--- config.mk ---
export PLATFORM = sky130hd
export DESIGN_NAME = dft_butterfly
export DESIGN_NICKNAME = d
export VERILOG_FILES = /design/src/hw/dft_pkg.sv /design/src/hw/dft_butterfly.sv
export VERILOG_INCLUDE_DIRS = /design/src /design/src/hw
export SDC_FILE = /design/constraint.sdc
export NUM_CORES = 1
export LEC_CHECK = 0
export ABC_AREA = 1
export BUFFER_PORTS_ARGS = -buffer_cell sky130_fd_sc_hd__buf_2
export CORE_MARGIN = 2
export CORE_UTILIZATION = 55
export CTS_BUF_LIST = sky130_fd_sc_hd__clkbuf_8
export CTS_CLUSTER_DIAMETER = 120
export CTS_CLUSTER_SIZE = 10
export DETAILED_ROUTE_END_ITERATION = 10
export HOLD_SLACK_MARGIN = 0.08
export PLACE_DENSITY = 0.81
export SLEW_MARGIN = 20
export SYNTH_ARGS = -nofsm -noshare
export SYNTH_HDL_FRONTEND = slang
export SYNTH_SLANG_ARGS = --single-unit
export TNS_END_PERCENT = 50
--- constraint.sdc ---
create_clock -name clk_i -period 0.8 [get_ports clk_i]
set_clock_uncertainty 0.1 [all_clocks]
set_input_delay 0.12 -clock clk_i [delete_from_list [all_inputs] [get_ports clk_i]]
set_output_delay 0.12 -clock clk_i [all_outputs]
set_load 0.03 [all_outputs]
--- src/hw/dft_consts.svh ---
`ifndef DFT_CONSTS_SVH
`define DFT_CONSTS_SVH

// width of one real or imaginary part at the stage input and output
`define DFT_SAMPLE_W 16

// width of a part after scaling, before the butterflies
`define DFT_MID_W 15

// twiddle parts are signed with 8 fraction bits, so 256 stands for 1.0
`define DFT_TW_W 10

// right shift applied to a twiddle product, with truncation
`define DFT_TW_SHIFT 10

// even groups are divided by four
`define DFT_EVEN_SHIFT 2

// complex samples per group and groups per block
`define DFT_LANES 4
`define DFT_GROUPS 8

// credits held by the upstream after reset, also the output FIFO depth
`define DFT_IN_CREDITS 4

// credits the stage holds towards the sink after reset
`define DFT_OUT_CREDITS 4

`endif

--- src/hw/dft_pkg.sv ---
`include "dft_consts.svh"

package dft_pkg;

    // one complex sample as it enters or leaves the stage
    typedef struct packed {
        logic signed [`DFT_SAMPLE_W-1:0] re;
        logic signed [`DFT_SAMPLE_W-1:0] im;
    } cplx_in_t;

    // one complex sample after the twiddle multiply or the even shift
    typedef struct packed {
        logic signed [`DFT_MID_W-1:0] re;
        logic signed [`DFT_MID_W-1:0] im;
    } cplx_mid_t;

    // one twiddle factor
    typedef struct packed {
        logic signed [`DFT_TW_W-1:0] re;
        logic signed [`DFT_TW_W-1:0] im;
    } cplx_tw_t;

    // a beat on the input side, lane k at index k
    typedef cplx_in_t [`DFT_LANES-1:0] group_in_t;

    // a scaled group between the scaler and the butterflies
    typedef cplx_mid_t [`DFT_LANES-1:0] group_mid_t;

    // twiddle factor k multiplies lane k of an odd group
    typedef cplx_tw_t [`DFT_LANES-1:0] twiddle_set_t;

    // butterfly results, sum0 and sum1 pair lanes 0/2 and 1/3
    typedef struct packed {
        cplx_in_t sum0;
        cplx_in_t sum1;
        cplx_in_t diff0;
        cplx_in_t diff1;
    } group_out_t;

endpackage

--- src/hw/dft_butterfly.sv ---
`timescale 1ns/10ps
`include "dft_consts.svh"

module dft_butterfly (
    input  logic                clk_i,
    input  logic                rst_n_i,
    input  logic                mid_valid_i,
    input  dft_pkg::group_mid_t mid_group_i,
    output logic                bf_valid_o,
    output dft_pkg::group_out_t bf_group_o
);

    localparam int PAIRS = `DFT_LANES / 2;

    dft_pkg::cplx_in_t sum_c  [PAIRS];
    dft_pkg::cplx_in_t diff_c [PAIRS];

    // lane p pairs with lane p + 2, the widened parts cannot overflow
    always_comb begin
        logic signed [`DFT_SAMPLE_W-1:0] a_re;
        logic signed [`DFT_SAMPLE_W-1:0] a_im;
        logic signed [`DFT_SAMPLE_W-1:0] b_re;
        logic signed [`DFT_SAMPLE_W-1:0] b_im;

        for (int p = 0; p < PAIRS; p++) begin
            a_re = mid_group_i[p].re;
            a_im = mid_group_i[p].im;
            b_re = mid_group_i[p + PAIRS].re;
            b_im = mid_group_i[p + PAIRS].im;

            sum_c[p].re  = a_re + b_re;
            sum_c[p].im  = a_im + b_im;
            diff_c[p].re = a_re - b_re;
            diff_c[p].im = a_im - b_im;
        end
    end

    always_ff @(posedge clk_i or negedge rst_n_i) begin
        if (!rst_n_i) begin
            bf_valid_o <= 1'b0;
        end else begin
            bf_valid_o <= mid_valid_i;
        end
    end

    always_ff @(posedge clk_i) begin
        if (mid_valid_i) begin
            bf_group_o.sum0  <= sum_c[0];
            bf_group_o.sum1  <= sum_c[1];
            bf_group_o.diff0 <= diff_c[0];
            bf_group_o.diff1 <= diff_c[1];
        end
    end

endmodule

==> results of run 1 <==
[layer usage]
metal | overflow | track usage [%]
met1 | 4 | 81.61
met2 | 347 | 104.1
met5 | 3 | 21.14
met4 | 209 | 99.24
met3 | 4 | 69.82
[timing repair]
action / 4_1_cts
hold buffers: 2
gates cloned: 0
hold endpoints to repair: 16
setup endpoints to repair: 245
gates resized for setup: 502
buffers inserted: 24
pin swaps: 127
[cells by family after synthesis]
kind of cell / count (synthesis) / synth area share [%]
DFF: 125 / 32.77
xor gates and xnor gates: 56 / 4.288
adders and majority gates: 128 / 14.53
AOI/OAI and AO/OA: 96 / 5.010
buffers and inverters: 363 / 14.09
and+or+nand+nor: 798 / 29.32
[per-stage QoR]
| stage | worst slack, ps | instance area (um2) |
|---|---|---|
| after floorplan | -710.3 | 12750 |
| after global placement | -985.0 | 15350 |
| after detailed placement | -1056 | 15350 |
| after CTS | -522.1 | 17630 |
==> metrics, run 1 <==
Gate Count Post-Synth=approximately 1.6k; worst_ep grt=bf_group_o[11]; Synth Area per Inst=~7.3 um2; H-tree levels=4; Root Buffer=clkbuf_8; Final Wtd Congestion=~0.93; most frequent cell after synthesis=nand2_1; sequential area share after synthesis=32.77%; Synth async-reset ratio=less than 1%; I/O Buffers=251; largest net degree at the start of global routing=34; #FFs+latches synth=~130; Run Error=[ERROR GRT-0232] Routing congestion too high. Check the congestion heatmap in the GUI.; Die Wd=approximately 150 um; cts bufs inserted=17; Clock Tree Buf Depth=2; Yosys cell types=28; Post-Place Cells=around 2.2k; total gr overflow=approximately 570; Area contributors post-synth=edfxtp_1, nand2_1, ha_1; initial antenna violation count=10; cell taking the most area after synthesis=edfxtp_1; Post-synth EDFFs=between 100 and 150; I/O Pins=252; initial core utilization=approximately 56%; die height=between 100 and 150 um; Most used DFF post-synth=edfxtp_1; Mapped Area=11440 um2; DP Wirelength=around 27000 um; Clock Sinks=approximately 130; Fail Step=global routing; status=did not finish; row count=52; top-area cell type share of the netlist area=32.55%; worst ep type=output port; Post-synth top cells=nand2_1, inv_1, edfxtp_1; syn_nets=between 1.5k and 2k; YS warnings=0; GRT Total Usage=a little under nine tenths
==> inputs of run 2 (changes only) <==
--- a/config.mk
+++ b/config.mk
@@ -9,13 +9,9 @@
 export ABC_AREA = 1
 export BUFFER_PORTS_ARGS = -buffer_cell sky130_fd_sc_hd__buf_2
 export CORE_MARGIN = 2
-export CORE_UTILIZATION = 55
-export CTS_BUF_LIST = sky130_fd_sc_hd__clkbuf_8
-export CTS_CLUSTER_DIAMETER = 120
-export CTS_CLUSTER_SIZE = 10
+export CORE_UTILIZATION = 40
 export DETAILED_ROUTE_END_ITERATION = 10
-export HOLD_SLACK_MARGIN = 0.08
-export PLACE_DENSITY = 0.81
+export PLACE_DENSITY_LB_ADDON = 0.15
 export SLEW_MARGIN = 20
 export SYNTH_ARGS = -nofsm -noshare
 export SYNTH_HDL_FRONTEND = slang
==> run 2 against run 1 <==
Net effect: the flow now finishes, with violations (negative hold slack, negative setup slack); synthesized cell count did not move; synthesized area is the same.
==> metrics, run 2 <==
Post-synth EDFFs=124 (unchanged); Largest register FFs=124; status=finished with violations; Yosys cell types=28 (unchanged); Slew @ Worst Pin=around 360 ps; Tmin final=1311 ps; DP Wirelength=27320 um (+2.1%); initial core utilization=40.95% (-15 points); YS warnings=0 (unchanged); critical-path cell list=buf_8 -> inv_8 -> ha_4 -> fa_2 -> inv_2 -> nand3_2 -> nand2_4 -> buf_4 -> nand2_1 -> nand2_2 -> xor2_1; IR drop worst, VDD=about 1300 uV; H-tree levels=4 (unchanged); Worst slew margin=75.89%; Detailed Routing Iterations Pass 1=5; failing checks=negative hold slack, negative setup slack; Clock Sinks=125 (unchanged); Pwr Density=around 1600 nW/um2; sequential area share after synthesis=32.77% (unchanged); MaxCap Viol Count=0; P&R area growth vs syn=74.98%; Die ar.=29970 um2; most frequent cells in the layout=nand2_1, buf_4, nand2_2, buf_6, inv_1; Final Hold Vio Count=1; RSZ-0062 raised after global routing=true; total gr overflow=0; I/O Buffers=251 (unchanged); Placement Cell Area=15640 um2 (+1.9%); #FFs+latches synth=125 (unchanged); share of layout cells above drive strength 1=a little under 60%; most frequent cell after synthesis=nand2_1; Hold WS=-5.960 ps; largest register by flop count=bf_group_o; Setup WS pre-CTS=-1008 ps (+47.54 ps); period utilization=163.9%; Hold Buf Count CTS=2 (unchanged); WS Path Type=in2reg; # fillers=between 2k and 2.5k; crit path from=mid_group_i[45]; Synth async-reset ratio=0.8000% (unchanged); biggest regs=bf_group_o: 124 flops, bf_valid_o: 1 flops; CTS tree=done; Static Leak=9.820 nW; Avg WL per Cell=between 15 and 20 um; critical path depth=11; Design Area, Final=approximately 20000 um2; setup TNS=-87760 ps; fmax=between 0.7 and 0.8 GHz; row count=61 (+17%); worst path bufs/invs=4; cell taking the most area after synthesis=edfxtp_1; largest net degree at the start of global routing=25; DRT iter0 DRCs=between 600 and 700; Data required, critical path=about 870 ps; Crit path largest cell delay=between 300 and 400 ps; critical path peak fanout=4; routed vias=around 12k; Final WS setup=-511.4 ps; routed wire length=approximately 38000 um; post-route ant nets=0; Area contributors post-synth=edfxtp_1, nand2_1, ha_1; Setup Viol. Count Final=~250; die height=173.1 um (+17%); DR vias/cell=4.798; Clock Tree Buf Depth=2 (unchanged); crit-path leading delay family=adder cells; Gate Count Post-Synth=1566 (unchanged); min-delay worst type=in2reg; Core Util, Final=71.65%; Post-synth top cells=nand2_1, inv_1, edfxtp_1; cts bufs inserted=17 (unchanged); Worst Path Arrival=around 1400 ps; Core Area=27930 um2; Final Wtd Congestion=0.8996 (-2.9%); initial antenna violation count=1; Worst-path clk slew=60 ps; I/O Pins=252 (unchanged); Die Wd=173.1 um (+17%); Most used DFF post-synth=edfxtp_1; CP Capture Point=bf_group_o[24]$_DFFE_PP_; Worst setup EP type=flip-flop; Setup crit start kind=input pin; syn_nets=1817 (unchanged); first-pass GRT wire length=57240 um; GRT Total Usage=23.55%; Root Buffer=clkbuf_16; top-area cell type share of the netlist area=32.55% (unchanged); Max Slew Vio Count=0; commonest non-fill, non-tap cell in the layout=nand2_1; vias in the first global route=~12k; Synth Area per Inst=7.304 um2 (unchanged); Mapped Area=11440 um2 (unchanged); critical path's slowest cell=fa_2; final net count=about 2.3k; Residual DRC=0
run 2: worst min path at each step:
stage                           from                  endpoint  slack, ps  cells past startpoint
detailed placement           rst_n_i      bf_valid_o$_DFF_PN0_       -200                      1
CTS                 mid_group_i[106]  bf_group_o[81]$_DFFE_PP_        -30                      2
floorplan                    rst_n_i      bf_valid_o$_DFF_PN0_       -280                      0
global route        mid_group_i[106]  bf_group_o[81]$_DFFE_PP_        -10                      2
finish              mid_group_i[106]  bf_group_o[81]$_DFFE_PP_         -6                      2
global placement             rst_n_i      bf_valid_o$_DFF_PN0_       -210                      1
run 2: final cells by class:
class                   count  area [um2]  share of cell area [%]
flip-flops and latches    125        3749                   18.73
clock inverters            12       112.6                  0.5626
well taps                 378       473.0                   2.363
diodes                      1       2.502                 0.01250
repair buffers            543        5019                   25.07
multi-input cells        1078        8770                   43.81
inverters                 310        1434                   7.164
clock buffers              20       456.7                   2.282
run 2: report_power, final:
part / internal, mW / switching (mW) / total [mW]
Combinational: 7.03 / 8.47 / 15.5
Sequential: 8.55 / 0.495 / 9.04
Clock: 4.47 / 3.24 / 7.71
run 2: metal layers:
metal	up-vias	GRT usage, %	wire, um
li1	5865	-	-
met1	5574	29.04	15740
met2	329	42.27	19510
met3	68	3.430	1656
met4	0	7.345	1005
met5	-	0	0
run 2: kinds of logic (layout without fill, tap and decap cells):
group / Yosys count / after routing / share of synthesized area (%)
flip-flops: 125 / 125 / 32.77
buffers and inverters: 363 / 885 / 14.09
adder cells (fa/ha/maj): 128 / 128 / 14.53
other: 0 / 1 / 0
AO/OA/AOI/OAI: 96 / 96 / 5.010
XOR/XNOR: 56 / 56 / 4.288
AND/OR/NAND/NOR: 798 / 798 / 29.32
run 2: stage by stage:
step                      power, mW  cells
after CTS                     30.66   2432
after detailed placement      20.56   2359
final                         32.25   2467
after floorplan               16.41   1566
after global routing          33.74   2467
after global placement        20.42   2359
run 2: timing repair:
action,CTS,global route
endpoints found under the setup margin,248,245
pin swaps,210,221
setup buffers,39,38
gates resized for setup,575,363
endpoints found under the hold margin,5,3
Note: power is estimated with default switching activity, not from simulation.
