--- src/hw/dft_consts.svh ---
`ifndef DFT_CONSTS_SVH
`define DFT_CONSTS_SVH

// width of one real or imaginary part at the stage input and output
`define DFT_SAMPLE_W 16

// width of a part after scaling, before the butterflies
`define DFT_MID_W 15

// twiddle parts are signed with 8 fraction bits, so 256 stands for 1.0
`define DFT_TW_W 10

// right shift applied to a twiddle product, with truncation
`define DFT_TW_SHIFT 10

// even groups are divided by four
`define DFT_EVEN_SHIFT 2

// complex samples per group and groups per block
`define DFT_LANES 4
`define DFT_GROUPS 8

// credits held by the upstream after reset, also the output FIFO depth
`define DFT_IN_CREDITS 4

// credits the stage holds towards the sink after reset
`define DFT_OUT_CREDITS 4

`endif

--- src/hw/dft_pkg.sv ---
`include "dft_consts.svh"

package dft_pkg;

    // one complex sample as it enters or leaves the stage
    typedef struct packed {
        logic signed [`DFT_SAMPLE_W-1:0] re;
        logic signed [`DFT_SAMPLE_W-1:0] im;
    } cplx_in_t;

    // one complex sample after the twiddle multiply or the even shift
    typedef struct packed {
        logic signed [`DFT_MID_W-1:0] re;
        logic signed [`DFT_MID_W-1:0] im;
    } cplx_mid_t;

    // one twiddle factor
    typedef struct packed {
        logic signed [`DFT_TW_W-1:0] re;
        logic signed [`DFT_TW_W-1:0] im;
    } cplx_tw_t;

    // a beat on the input side, lane k at index k
    typedef cplx_in_t [`DFT_LANES-1:0] group_in_t;

    // a scaled group between the scaler and the butterflies
    typedef cplx_mid_t [`DFT_LANES-1:0] group_mid_t;

    // twiddle factor k multiplies lane k of an odd group
    typedef cplx_tw_t [`DFT_LANES-1:0] twiddle_set_t;

    // butterfly results, sum0 and sum1 pair lanes 0/2 and 1/3
    typedef struct packed {
        cplx_in_t sum0;
        cplx_in_t sum1;
        cplx_in_t diff0;
        cplx_in_t diff1;
    } group_out_t;

endpackage

--- src/hw/dft_credit_buffer.sv ---
`timescale 1ns/10ps
`include "dft_consts.svh"

module dft_credit_buffer (
    input  logic                clk_i,
    input  logic                rst_n_i,
    input  logic                wr_valid_i,
    input  dft_pkg::group_out_t wr_group_i,
    input  logic                out_credit_i,
    output logic                out_valid_o,
    output dft_pkg::group_out_t out_group_o,
    output logic                in_credit_o
);

    localparam int DEPTH  = `DFT_IN_CREDITS;
    localparam int PTR_W  = (DEPTH > 1) ? $clog2(DEPTH) : 1;
    localparam int FILL_W = $clog2(DEPTH + 1);
    localparam int CRED_W = $clog2(`DFT_OUT_CREDITS + 1);

    localparam logic [PTR_W-1:0]  PTR_LAST  = PTR_W'(DEPTH - 1);
    localparam logic [FILL_W-1:0] FILL_MAX  = FILL_W'(DEPTH);
    localparam logic [CRED_W-1:0] CRED_INIT = CRED_W'(`DFT_OUT_CREDITS);

    dft_pkg::group_out_t mem_q [DEPTH];

    logic [PTR_W-1:0]  wr_ptr_q;
    logic [PTR_W-1:0]  rd_ptr_q;
    logic [FILL_W-1:0] fill_q;
    logic [CRED_W-1:0] credit_cnt_q;
    logic              fifo_empty;
    logic              fifo_full;
    logic              pop;

    assign fifo_empty = (fill_q == '0);
    assign fifo_full  = (fill_q == FILL_MAX);

    // a beat leaves whenever there is data and the sink has room for it
    assign pop         = !fifo_empty && (credit_cnt_q != '0);
    assign out_valid_o = pop;
    assign out_group_o = mem_q[rd_ptr_q];

    always_ff @(posedge clk_i) begin
        if (wr_valid_i) begin
            mem_q[wr_ptr_q] <= wr_group_i;
        end
    end

    always_ff @(posedge clk_i or negedge rst_n_i) begin
        if (!rst_n_i) begin
            wr_ptr_q     <= '0;
            rd_ptr_q     <= '0;
            fill_q       <= '0;
            credit_cnt_q <= CRED_INIT;
            in_credit_o  <= 1'b0;
        end else begin
            // every freed slot goes back upstream as one credit
            in_credit_o <= pop;

            if (wr_valid_i) begin
                wr_ptr_q <= (wr_ptr_q == PTR_LAST) ? '0 : wr_ptr_q + 1'b1;
            end
            if (pop) begin
                rd_ptr_q <= (rd_ptr_q == PTR_LAST) ? '0 : rd_ptr_q + 1'b1;
            end

            case ({wr_valid_i, pop})
                2'b10:   fill_q <= fill_q + 1'b1;
                2'b01:   fill_q <= fill_q - 1'b1;
                default: fill_q <= fill_q;
            endcase

            // a credit returned now is spendable from the next cycle on
            case ({out_credit_i, pop})
                2'b10:   credit_cnt_q <= credit_cnt_q + 1'b1;
                2'b01:   credit_cnt_q <= credit_cnt_q - 1'b1;
                default: credit_cnt_q <= credit_cnt_q;
            endcase
        end
    end

    // the upstream credit count must keep the pipeline from overrunning the FIFO
    a_no_write_full: assert property (
        @(posedge clk_i) disable iff (!rst_n_i) wr_valid_i |-> !fifo_full
    ) else $error("write into a full output FIFO");

    a_credit_bound: assert property (
        @(posedge clk_i) disable iff (!rst_n_i) credit_cnt_q <= CRED_INIT
    ) else $error("sink returned more credits than it was given");

endmodule

--- config.mk ---
export PLATFORM = sky130hd
export DESIGN_NAME = dft_credit_buffer
export DESIGN_NICKNAME = d
export VERILOG_FILES = /design/src/hw/dft_pkg.sv /design/src/hw/dft_credit_buffer.sv
export VERILOG_INCLUDE_DIRS = /design/src /design/src/hw
export SDC_FILE = /design/constraint.sdc
export NUM_CORES = 1
export LEC_CHECK = 0
export ABC_AREA = 1
export BUFFER_PORTS_ARGS = -buffer_cell sky130_fd_sc_hd__buf_2
export CAP_MARGIN = 30
export CORE_ASPECT_RATIO = 1.25
export CORE_MARGIN = 5
export CORE_UTILIZATION = 58
export DETAILED_ROUTE_END_ITERATION = 7
export GPL_ROUTABILITY_DRIVEN = 1
export PLACE_DENSITY = 0.85
export SLEW_MARGIN = 20
export SYNTH_ARGS = -nofsm -noshare
export SYNTH_HDL_FRONTEND = slang
export SYNTH_SLANG_ARGS = --single-unit
export TNS_END_PERCENT = 30
--- constraint.sdc ---
create_clock -name clk_i -period 4.5 [get_ports clk_i]
set_clock_uncertainty 0.05 [all_clocks]
set_input_delay 0.675 -clock clk_i [delete_from_list [all_inputs] [get_ports clk_i]]
set_output_delay 0.675 -clock clk_i [all_outputs]
set_load 0.03 [all_outputs]
# Yosys cells after proc, flatten, opt, wreduce, memory -nomap -nowiden
# Memory sizes are Yosys's and may differ from the RTL's.
# Index checks and enable logic that the tools add are counted.
# Widths: inputs -> output; s select.
dict set report classes {
  muxes 6
  eq_ne 6
  n_reduce_logical 6
  add_sub_neg 6
}
# cell count
set ops {}
lappend ops {{$pmux 3 s2} 2}
lappend ops {{$eq 2x2->1 const B} 4}
lappend ops {{$add 3x1->3 const B} 2}
lappend ops {{$sub 3x1->3 const B} 2}
lappend ops {{$add 2x1->2 const B} 2}
lappend ops {{$eq 2x1->1 const B} 2}
lappend ops {{$mux 2} 2}
lappend ops {{$reduce_bool 2->1} 2}
lappend ops {{$logic_not 3->1} 1}
lappend ops {{$reduce_bool 3->1} 1}
lappend ops {{$mux 1} 2}
lappend ops {{$logic_and 1x1->1} 1}
lappend ops {{$logic_not 1->1} 1}
dict set report word_totals {
  input_bits 132
  ramBits 512
  word_cells 30
  register_bits 11
  n_memories 1
  output_inout_bits 130
}
# memory depth word_bits rd rd_ports_with_merged_regs write_ports line
set memory_table {}
lappend memory_table {mem_q 4 128 1 0 1 dft_credit_buffer.sv:24} ;# dft_pkg::group_out_t mem_q [DEPTH];

# Longest topological paths before layout
# Gate-level depths: netlist of the first run.
dict set report depth {
  depth_word 5
  depth_mapped 12
  ltp_nobuf 12
}

# Worst setup path after synthesis of the first run
# Ideal clock, no wire load.
dict set report synth_timing {
  kind {input -> register}
  start {in wr_valid_i}
  end {mem mem_q[2][0] (netlist name) (enable)}
  path_buffers 1
  cell_stages 3
  arrival_ns 3.465
  setup_slack_ns 0.503
  path_cell_list {clkbuf_1 nand2_1 inv_1}
}
dict set report synth_between {
  elab_chain_cells 2
}
# item line
set synth_lines {}
lappend synth_lines {{from (decl)} dft_credit_buffer.sv:7} ;# input logic wr_valid_i,
lappend synth_lines {{$mux 1} dft_credit_buffer.sv:43} ;# if (wr_valid_i) begin
lappend synth_lines {{$mux 1 (not written as such)} dft_credit_buffer.sv:44} ;# mem_q[wr_ptr_q] <= wr_group_i;
lappend synth_lines {{to (decl)} dft_credit_buffer.sv:24}
# No other way between the ends.

==> results of run 1 <==
## synthesized netlist by cell type, drive strengths merged
library cell,instances
dfstp,1
inv,278
nand3,5
clkbuf,2
fa,2
edfxtp,512
ha,7
o21ai,4
o211ai,256
buf,84
dfrtp,10
nor2,3
nand4,2
nand2,406
xnor2,2
## layout make-up
type	count	area share, %
Sequential cell	523	65.0
Multi-Input combinational cell	687	15.2
Timing Repair Buffer	280	6.60
Clock buffer	62	5.29
Inverter	278	4.42
Tap cell	480	2.49
Clock inverter	23	0.888
Antenna cell	12	0.125
## worst max-delay path, stage by stage (launching register included)
cell and delay, ns:
dfrtp_4 0.71, inv_4 0.51, buf_12 0.33, o211ai_1 0.18, nand2_1 0.11, buf_2 0.20
## report_power, final
group          internal [mW]  leakage [nW]  switching (mW)
sequential              6.26          4.83           0.383
clock                   2.22         0.716            1.63
combinational           1.75          4.04            4.67
## per-stage QoR
stage                     std cells  cell area, um2  total power, mW  worst slack (ns)
after floorplan                1574           21000             11.5             0.503
after global placement         2247           22600             12.9              1.66
after detailed placement       2247           22600             13.2              1.65
after CTS                      2333           24100             17.0              1.05
after global routing           2344           24100             17.8             0.914
final                          2345           24100             16.9              1.07
## registers in the layout, indices dropped and copies added, names as in the netlist
register,count
fill_q,3
rd_ptr_q,2
mem_q,512
wr_ptr_q,2
credit_cnt_q,3
in_credit_o,1
## kinds of logic (layout without fill, tap and decap cells)
family                     count (synthesis)  in the layout  synth area share, %
and+or+nand+nor                          416            416                 7.49
buffers and inverters                    364            643                 8.09
DFF                                      523            523                 74.5
xor gates and xnor gates                   2              2               0.0834
other                                      0             12                    0
AOI/OAI and AO/OA                        260            260                 9.24
adders and majority gates                  9              9                0.607
## final timing paths
| kind | endpoint | slack [ns] | cells past startpoint |
|---|---|---|---|
| max reg2reg | mem_q[0][43]$_DFFE_PP_ | 2.28 | 5 |
| max in group asynchronous | credit_cnt_q[2]$_DFFE_PN1P_ | 3.64 | 2 |
| max | out_group_o[86] | 1.07 | 5 |
| min in group asynchronous | in_credit_o$_DFF_PN0_ | 0.48 | 2 |
| min | mem_q[1][9]$_DFFE_PP_ | 0.28 | 1 |
| min reg2reg | credit_cnt_q[2]$_DFFE_PN1P_ | 0.43 | 2 |
## metal layers
metal / wire length, um / vias up
met5: 64 / -
met4: 1680 / 10
met3: 3520 / 126
met2: 22000 / 486
met1: 15800 / 6111
li1: - / 5974
## repair_timing
action	4_1_cts	5_1_grt
hold buffers	1	0
hold endpoints to repair	10	0
gates resized for setup	0	0
==> results.md, run 1 <==
- Final wirelength: 43100 um
- Crit start category: register
- Multi-input logic area: 3660 um2
- Slew Limit Fails: 0
- Antenna-violating nets left: 0
- Crit path max fanout: 59
- Initial antenna violation count: 16
- Synth area leader: edfxtp_1
- Largest net degree at the start of global routing: 81
- DR vias: 12700
- Finished Core Util: 66.9%
- Post-DR wirelength/cell: 18.4 um
- Mean Syn Cell Area: 13.3 um2
- RSZ-0062 raised after global routing: no
- # fillers: 2345
- Drt pass-1 iters: 5
- Detailed Place HPWL: 25900 um
- Synth Warn #: 0
- Final net count: 1958
- Clock Tree Buf Depth: 3
- Synth top area share: 73.2%
- Status: finished, final reports clean
- Worst hold start: wr_group_i[9]
- GRT busiest layer: met2
- Hold WS: 0.283 ns
- #FFs+latches synth: 523
- DRC Markers: 0
- Post-CTS Setup Repair Bufs: 0
- Most frequent cells in the layout: edfxtp_1, nand2_1, inv_1
- Synth Net Count: 1715
- Final period util: 76.1%
- Routability cong.: 0.788
- Synth Instances: 1574
- Vias per cell: 5.42
- Die area: 40200 um2
- Fraction of layout cells with a size suffix above 1: 18.8%
- Clk root buf: clkbuf_16
- Number of DRC markers in iteration 0: 893
- Total grt overflow: 0
- Hold/Removal Path Class: in -> reg
- CP startpoint: rd_ptr_q[1]$_DFFE_PN0N_
- FMAX: 292 MHz
- IO Count: 262
- GR Util met3: 5.14%
- # port buffers: 261
- Library cells used by synthesis: 18
- Post-Syn Area: 21000 um2
- Worst Path Required: 3.77 ns
- Site Rows: 78
- Total of max-cap violations: 0
- Register area share after synthesis: 74.5%
- PD cells: 702 nW/um2
- GR Util met1: 24.8%
- CTS sink count: 523
- CTS tree: done
- Core footprint: 36000 um2
- Dominant cells by area after synthesis: edfxtp_1, o211ai_1, nand2_1
- Final Hold Violating Endpoints: 0
- Fin Setup TNS: 0 ns
- Commonest non-fill, non-tap cell in the layout: edfxtp_1
- Starting Density: 58.3%
- Endpoints failing setup: 0
- Global Route met2 Usage: 36.1%
- Die H: 223 um
- VDD IR max: 0.546 mV
- First-pass GRT wire length: 66900 um
- Crit end category: primary output
- Pleak: 9.58 nW
- GRT Total Usage: 20.9%
- Number of CTS-inserted buffers: 47
- Reg clk slew, reported paths: 0.07 ns
- Max transition margin: 36.6%
- Vias in the first global route: 12900
- WS Path Type: reg -> out
- Worst skew pair latency: 0.55 ns
- Critical Path AT: 2.70 ns
- Worst slew pin tran: 0.951 ns
- Register Area: 15700 um2
- Die extent in x: 180 um
- Reg2reg start: wr_ptr_q[0]$_DFFE_PN0P_
- Synth-to-Final Area Change: 14.7%
- Crit path time final: 3.43 ns
- # H-tree levels: 2
No activity file was read; power rests on OpenSTA's default activity.
==> run 2: changes to the inputs <==
- CORE_UTILIZATION: 58 -> 52
- PLACE_DENSITY: 0.85 -> 0.81
- clock period: 4.5 -> 3.1 ns (I/O delays scaled with it)
==> run 2 against run 1 <==
  * Die area increased by 11%
  * Wire length decreased by 3.2%
  * Critical path type unchanged
  * Critical endpoint is now out_group_o[76]
  * Register-to-register slack worse by 1.2 ns
  * Setup slack got worse by 0.87 ns
  * Hold slack got worse by 0.20 ns
  * Clock power is 52% higher
==> results.md, run 2 (same netlist as run 1, synthesis figures left out) <==
- IO Count: 262 (unchanged)
- Final period util: 93.4%
- CP startpoint: rd_ptr_q[1]$_DFFE_PN0N_
- Clk root buf: clkbuf_16
- # port buffers: 261 (unchanged)
- Hold EP: mem_q[1][123]$_DFFE_PP_
- Int Power: 15.2 mW (+49%)
- Worst Path Required: 2.58 ns (-1.19 ns)
- Antenna-violating nets left: 0 (unchanged)
- RSZ-0062 raised after global routing: no
- Critical-path cell list: buf_4 > o211ai_1 > nand2_1 > buf_2
- FMAX: 345 MHz
- Crit path time final: 2.90 ns
- # H-tree levels: 2 (unchanged)
- Synth-to-Final Area Change: 15.9%
- Buffers and inverters on the worst path: 2 (-1)
- R2R Setup Slk: 1.06 ns (-1.22 ns)
- Vias per cell: 5.25 (-3.1%)
- PD cells: 1020 nW/um2 (+45%)
- Worst reg2reg path depth: 11 (+6)
- Total of max-cap violations: 0 (unchanged)
- Starting Density: 52.5% (-5.8 points)
- Status: finished, final reports clean
- Max transition margin: 59.8% (+23 points)
- CTS tree: done
- Clock Tree Buf Depth: 3 (unchanged)
- Final wirelength: 41700 um (-3.2%)
- Site Rows: 82 (+5.1%)
- Crit start category: register
- Crit end category: primary output
- Multi-input logic area: 3660 um2 (unchanged)
- First-pass GRT wire length: 64900 um (-3.0%)
- Endpoints failing setup: 0 (unchanged)
- Worst hold start: wr_group_i[123]
- Register Area: 15700 um2 (unchanged)
- Die extent in x: 190 um (+5.3%)
- Most frequent cells in the layout: edfxtp_1, nand2_1, inv_1
- Total grt overflow: 0 (unchanged)
- CP peak stage delay: 0.81 ns (+0.10 ns)
- Largest net degree at the start of global routing: 125 (+54%)
- Core footprint: 40000 um2 (+11%)
- Initial antenna violation count: 12 (-4)
- Die H: 235 um (+5.4%)
- Number of CTS-inserted buffers: 48 (+2.1%)
- Drt pass-1 iters: 7 (+2)
- Share of power burned in registers: 38.4% (-0.9 points)
- Reg2reg end: fill_q[2]$_DFFE_PN0P_
- Hold buffers post-CTS: 1 (unchanged)
- Crit path max-delay family: flip-flops
- Reg2reg start: credit_cnt_q[2]$_DFFE_PN1P_
- Biggest regs: mem_q x512, credit_cnt_q x3, fill_q x3
- Critical Path AT: 2.38 ns (-0.32 ns)
- Max reg flops: 512 (unchanged)
- # fillers: 2902 (+24%)
- Routability cong.: 0.752 (-4.6%)
- Switching fraction of total power: 38.8% (-0.79 points)
- Hold WS: 0.0813 ns (-0.201 ns)
- Worst slew pin tran: 0.604 ns (-0.348 ns)
- Worst skew pair latency: 0.54 ns (about the same)
- Fraction of layout cells with a size suffix above 1: 19.7% (+0.90 points)
- Post-CTS Setup Repair Bufs: 0 (unchanged)
- Clock power share: 23.6% (+0.8 points)
- Largest register by flop count: mem_q
- Die area: 44600 um2 (+11%)
- GRT Total Usage: 18.4% (-2.5 points)
- CTS sink count: 523 (unchanged)
- Placed Area: 22800 um2 (+0.85%)
- DRC Markers: 0 (unchanged)
- Post-DR wirelength/cell: 17.5 um (-4.5%)
- Final net count: 1971 (+0.66%)
- Detailed Place HPWL: 25700 um (-0.60%)
- WS Path Type: reg -> out
- Resize count post-CTS: 0 (unchanged)
- Number of DRC markers in iteration 0: 795 (-11%)
- Sw power: 9.63 mW (+44%)
- Vias in the first global route: 12300 (-4.5%)
- Reg clk slew, reported paths: 0.06 ns (about the same)
- Slowest-stage cell, CP: dfrtp_4
- Hold/Removal Path Class: in -> reg
- Cells on Worst Hold Path: 1 (unchanged)
- Commonest non-fill, non-tap cell in the layout: edfxtp_1
- VDD IR max: 0.942 mV (+72%)
- Slew Limit Fails: 0 (unchanged)
- Final Hold Violating Endpoints: 0 (unchanged)
- Crit path max fanout: 41 (-31%)
- Design area: 24400 um2 (+1.1%)
- Comb pwr share: 38.0% (about the same)
- Pleak: 9.70 nW (+1.2%)
- DR vias: 12500 (-1.8%)
==> run 2: cell count changes in the layout (fill, tap and decap cells not counted) <==
cell	before	now
clkinv_2	5	7
buf_4	7	13
clkinvlp_4	3	5
buf_12	11	17
clkbuf_8	0	3
clkbuf_1	13	12
bufinv_16	4	6
inv_6	5	3
clkinv_1	10	4
diode_2	12	8
==> run 2: worst max-delay path by stage <==
| stage | endpoint | slack [ns] | cells after the start |
|---|---|---|---|
| floorplan | mem_q[0][0]$_DFFE_PP_ | -0.68 | 3 |
| global placement | out_group_o[76] | 0.76 | 4 |
| detailed placement | out_group_o[76] | 0.74 | 6 |
| CTS | out_group_o[76] | 0.15 | 6 |
| global route | out_group_o[111] | 0.04 | 6 |
| finish | out_group_o[76] | 0.20 | 4 |
==> run 2: layout make-up <==
class / instances / area share [%]
Sequential cell: 523 / 64.3
Clock inverter: 21 / 1.07
Timing Repair Buffer: 292 / 7.20
Inverter: 278 / 4.37
Multi-Input combinational cell: 687 / 15.0
Antenna cell: 8 / 0.0822
Tap cell: 504 / 2.59
Clock buffer: 64 / 5.39
==> run 2: metal layers <==
layer	track usage [%]	share of wire, %
met5	0	0.10
met1	21.7	38
met2	33.0	53
met4	5.88	2.4
met3	4.66	6.9
==> run 2: worst register-to-register path, stage by stage (launching register included) <==
cell,delay [ns]
dfstp_2,0.53
inv_1,0.05
nand2_1,0.10
nand2_1,0.10
inv_1,0.19
ha_1,0.21
inv_1,0.07
fa_1,0.37
nand2_1,0.10
nand3_1,0.08
nand2_1,0.06
nand2_1,0.04
==> run 2: power by group through the flow <==
stage | sequential [mW] | clock [mW] | combinational [mW]
after floorplan | 9.55 | 0 | 7.11
after global placement | 9.62 | 0 | 9.36
after detailed placement | 9.69 | 0 | 9.57
after CTS | 9.54 | 5.96 | 9.61
after global routing | 9.63 | 6.27 | 10.3
final | 9.53 | 5.86 | 9.45
==> run 2: per-stage QoR <==
stage                     power (mW)  utilization [%]  setup WS [ns]  std cells  setup TNS, ns
final                           24.8             60.9          0.205       2377              0
after global routing            26.2             60.9         0.0434       2374              0
after CTS                       25.1             60.8          0.149       2369              0
after detailed placement        19.3             56.9          0.744       2283              0
after global placement          19.0             56.9          0.760       2283              0
after floorplan                 16.7                -         -0.682       1574        -174.64
==> run 3: changes to the inputs <==
- ABC_AREA: 1 -> default
- CORE_UTILIZATION: 52 -> 51
- PLACE_DENSITY: 0.81 -> 0.8
==> run 3 against run 2 <==
  * Fmax grew 3.6%
  * Final cell count shrank 35%
  * Count of clock-buffer cells in the layout shrank 2
  * First-iteration DRC count shrank 33%
  * Wire length shrank 11%
  * Core utilization grew 0.31 points
  * Area after synthesis shrank 9.2%
  * Synthesized cell count shrank 54%
  * Critical endpoint is now out_group_o[13]
  * Largest cell class unchanged
==> results.md, run 3 <==
- Crit end category: primary output
- Crit path time final: 2.79 ns (-0.101 ns)
- WS Path Type: reg -> out
- DRC Markers: 0 (unchanged)
- Final wirelength: 36900 um (-11%)
- Synth top area share: 80.6% (+7.4 points)
- Slew Limit Fails: 0 (unchanged)
- Synth-to-Final Area Change: 18.9%
- Status: finished, final reports clean
- Int Power: 15.3 mW (+0.38%)
- Crit path max fanout: 16 (-61%)
- Worst skew pair latency: 0.55 ns (about the same)
- Largest register by flop count: mem_q
- Synth Area in Compound Gates: 0.0525% (-9.2 points)
- Overall Power: 23.0 mW (-7.5%)
- Comb pwr share: 34.1% (-3.9 points)
- Post-Syn Area: 19100 um2 (-9.2%)
- Largest net degree at the start of global routing: 77 (-38%)
- Number of CTS-inserted buffers: 48 (unchanged)
- Max reg flops: 512 (unchanged)
- Post-synth EDFFs: 512 (unchanged)
- Final WS setup: 0.306 ns (+0.101 ns)
- Synth area leader: edfxtp_1
- Drt pass-1 iters: 4 (-3)
- Resize count post-CTS: 0 (unchanged)
- Placed Area: 21100 um2 (-7.2%)
- PD cells: 1010 nW/um2 (-0.66%)
- Synth Instances: 723 (-54%)
- Multi-input logic area: 3190 um2 (-13%)
- Final std cells w/o fill: 1553 (-35%)
- Mean Syn Cell Area: 26.4 um2 (+98%)
- Die H: 226 um (-3.6%)
- Pleak: 7.76 nW (-20%)
- Detailed Place HPWL: 22900 um (-11%)
- Clk root buf: clkbuf_16
- Starting Density: 51.5% (-1.0 points)
- Place WS: 0.848 ns (+0.103 ns)
- Core footprint: 37100 um2 (-7.4%)
- Crit start category: register
- Clock power share: 25.1% (+1.5 points)
- Critical Path AT: 2.28 ns (-0.10 ns)
- Post-DR wirelength/cell: 23.8 um (+36%)
- Clock Tree Buf Depth: 3 (unchanged)
- Biggest regs: mem_q x512, credit_cnt_q x3, fill_q x3
- Final Hold Violating Endpoints: 0 (unchanged)
- Total grt overflow: 0 (unchanged)
- Adder-cell area share of the yosys netlist: 0.669% (+0.061 points)
- #FFs+latches synth: 523 (unchanged)
- Switching fraction of total power: 33.5% (-5.2 points)
- Primary FF master, synth: edfxtp_1
- Site Rows: 79 (-3.7%)
- CTS sink count: 523 (unchanged)
- Hold WS: 0.0696 ns (-0.0117 ns)
- Synth Net Count: 864 (-50%)
- Antenna-violating nets left: 0 (unchanged)
- Routability cong.: 0.709 (-5.6%)
- Ys async rst share: 2.10% (unchanged)
- Simple-gate portion of the synthesized area: 0.315% (-7.2 points)
- Commonest non-fill, non-tap cell in the layout: edfxtp_1
- IO Count: 262 (unchanged)
- Worst Path Required: 2.58 ns (about the same)
- Fraction of layout cells with a size suffix above 1: 45.8% (+26 points)
- Library cells used by synthesis: 21 (+3)
- Initial antenna violation count: 5 (-7)
- Inst Count DP: 1462 (-36%)
- Register area share after synthesis: 82.0% (+7.5 points)
- GRT Total Usage: 17.7% (-0.68 points)
- Synth Warn #: 0 (unchanged)
- Vias in the first global route: 9125 (-26%)
- Total of max-cap violations: 0 (unchanged)
- First-pass GRT wire length: 55300 um (-15%)
- Die area: 41400 um2 (-7.1%)
- Number of DRC markers in iteration 0: 533 (-33%)
- DR vias: 8591 (-31%)
- Design area: 22700 um2 (-6.9%)
- Dominant cells by area after synthesis: edfxtp_1, mux4_2, dfrtp_1
- Share of power burned in registers: 40.9% (+2.5 points)
- Most frequent cells in the layout: edfxtp_1, buf_2, mux4_2
- Vias per cell: 5.53 (+5.4%)
- CTS tree: done
- # port buffers: 261 (unchanged)
- Post-synthesis mux area share: 15.3% (+15 points)
- Combinational family with the most area after synthesis: multiplexers
- Most common cell in the netlist: edfxtp_1
- Sw power: 7.71 mW (-20%)
- Fin Setup TNS: 0 ns (unchanged)
- # H-tree levels: 2 (unchanged)
- R2R Setup Slk: 1.06 ns (about the same)
- Max transition margin: 61.0% (+1.2 points)
- # fillers: 2495 (-14%)
- Register Area: 15700 um2 (unchanged)
- FMAX: 358 MHz (+3.6%)
- RSZ-0062 raised after global routing: no
- Top cells by count, synth: edfxtp_1, mux4_2, buf_2
- Final period util: 90.1% (-3.3 points)
- Reg clk slew, reported paths: 0.07 ns (about the same)
- Finished Core Util: 61.2% (+0.31 points)
- Hold/Removal Path Class: in -> reg
- Post-Synth XOR/XNOR Area: 0.275% (+0.19 points)
- VDD IR max: 0.708 mV (-25%)
- Die extent in x: 183 um (-3.6%)
- Worst slew pin tran: 0.585 ns (-0.0180 ns)
- Endpoints failing setup: 0 (unchanged)
- Final net count: 1168 (-41%)
## run 3: final cells by class
cell class                 count  area share, %
sequential                   523           69.0
multi-input combinational    161           14.0
timing repair buffer         283           7.21
clock buffer                  62           5.75
tap                          486           2.68
clock inverter                27           1.10
inverter                      10          0.165
antenna                        1         0.0110
## run 3: timing repair
action	in CTS	in global routing
endpoints found under the hold margin	11	0
buffers inserted	0	0
setup endpoints to repair	0	0
hold buffers	1	0
## run 3: critical path: stages, from the launching register on
cell,delay [ns]
dfrtp_4,0.58
buf_4,0.37
mux4_2,0.57
buf_2,0.20
## run 3: cells by family after synthesis
logic type	Yosys count
buffers and inverters	39
xor gates and xnor gates	6
AOI/OAI and AO/OA	2
adders and majority gates	9
muxes	132
DFF	523
and+or+nand+nor	12
## run 3: routing by layer
metal,share of wire (%),GRT usage (%),vias up
met2,53,30.4,305
li1,-,-,3716
met1,37,22.7,4493
met3,7.1,4.53,69
met4,2.3,5.12,8
met5,0.14,0,-
## run 3: final timing paths
path / startpoint / endpoint / cells past startpoint
setup / recovery: rd_ptr_q[0]$_DFFE_PN0N_ / out_group_o[13] / 3
hold / removal: wr_group_i[86] / mem_q[2][86]$_DFFE_PP_ / 1
setup reg to reg: wr_ptr_q[0]$_DFFE_PN0P_ / mem_q[0][102]$_DFFE_PP_ / 4
hold reg to reg: fill_q[2]$_DFFE_PN0P_ / fill_q[2]$_DFFE_PN0P_ / 1
max in group asynchronous: rst_n_i / credit_cnt_q[2]$_DFFE_PN1P_ / 2
min in group asynchronous: rst_n_i / rd_ptr_q[1]$_DFFE_PN0N_ / 2
## run 3: power by group through the flow
stage | Clock [mW] | Sequential (mW) | Combinational (mW)
global placement | 0 | 9.45 | 7.89
global route | 6.21 | 9.48 | 8.27
finish | 5.76 | 9.39 | 7.83
detailed placement | 0 | 9.55 | 7.95
floorplan | 0 | 9.49 | 5.79
CTS | 5.89 | 9.41 | 8.01
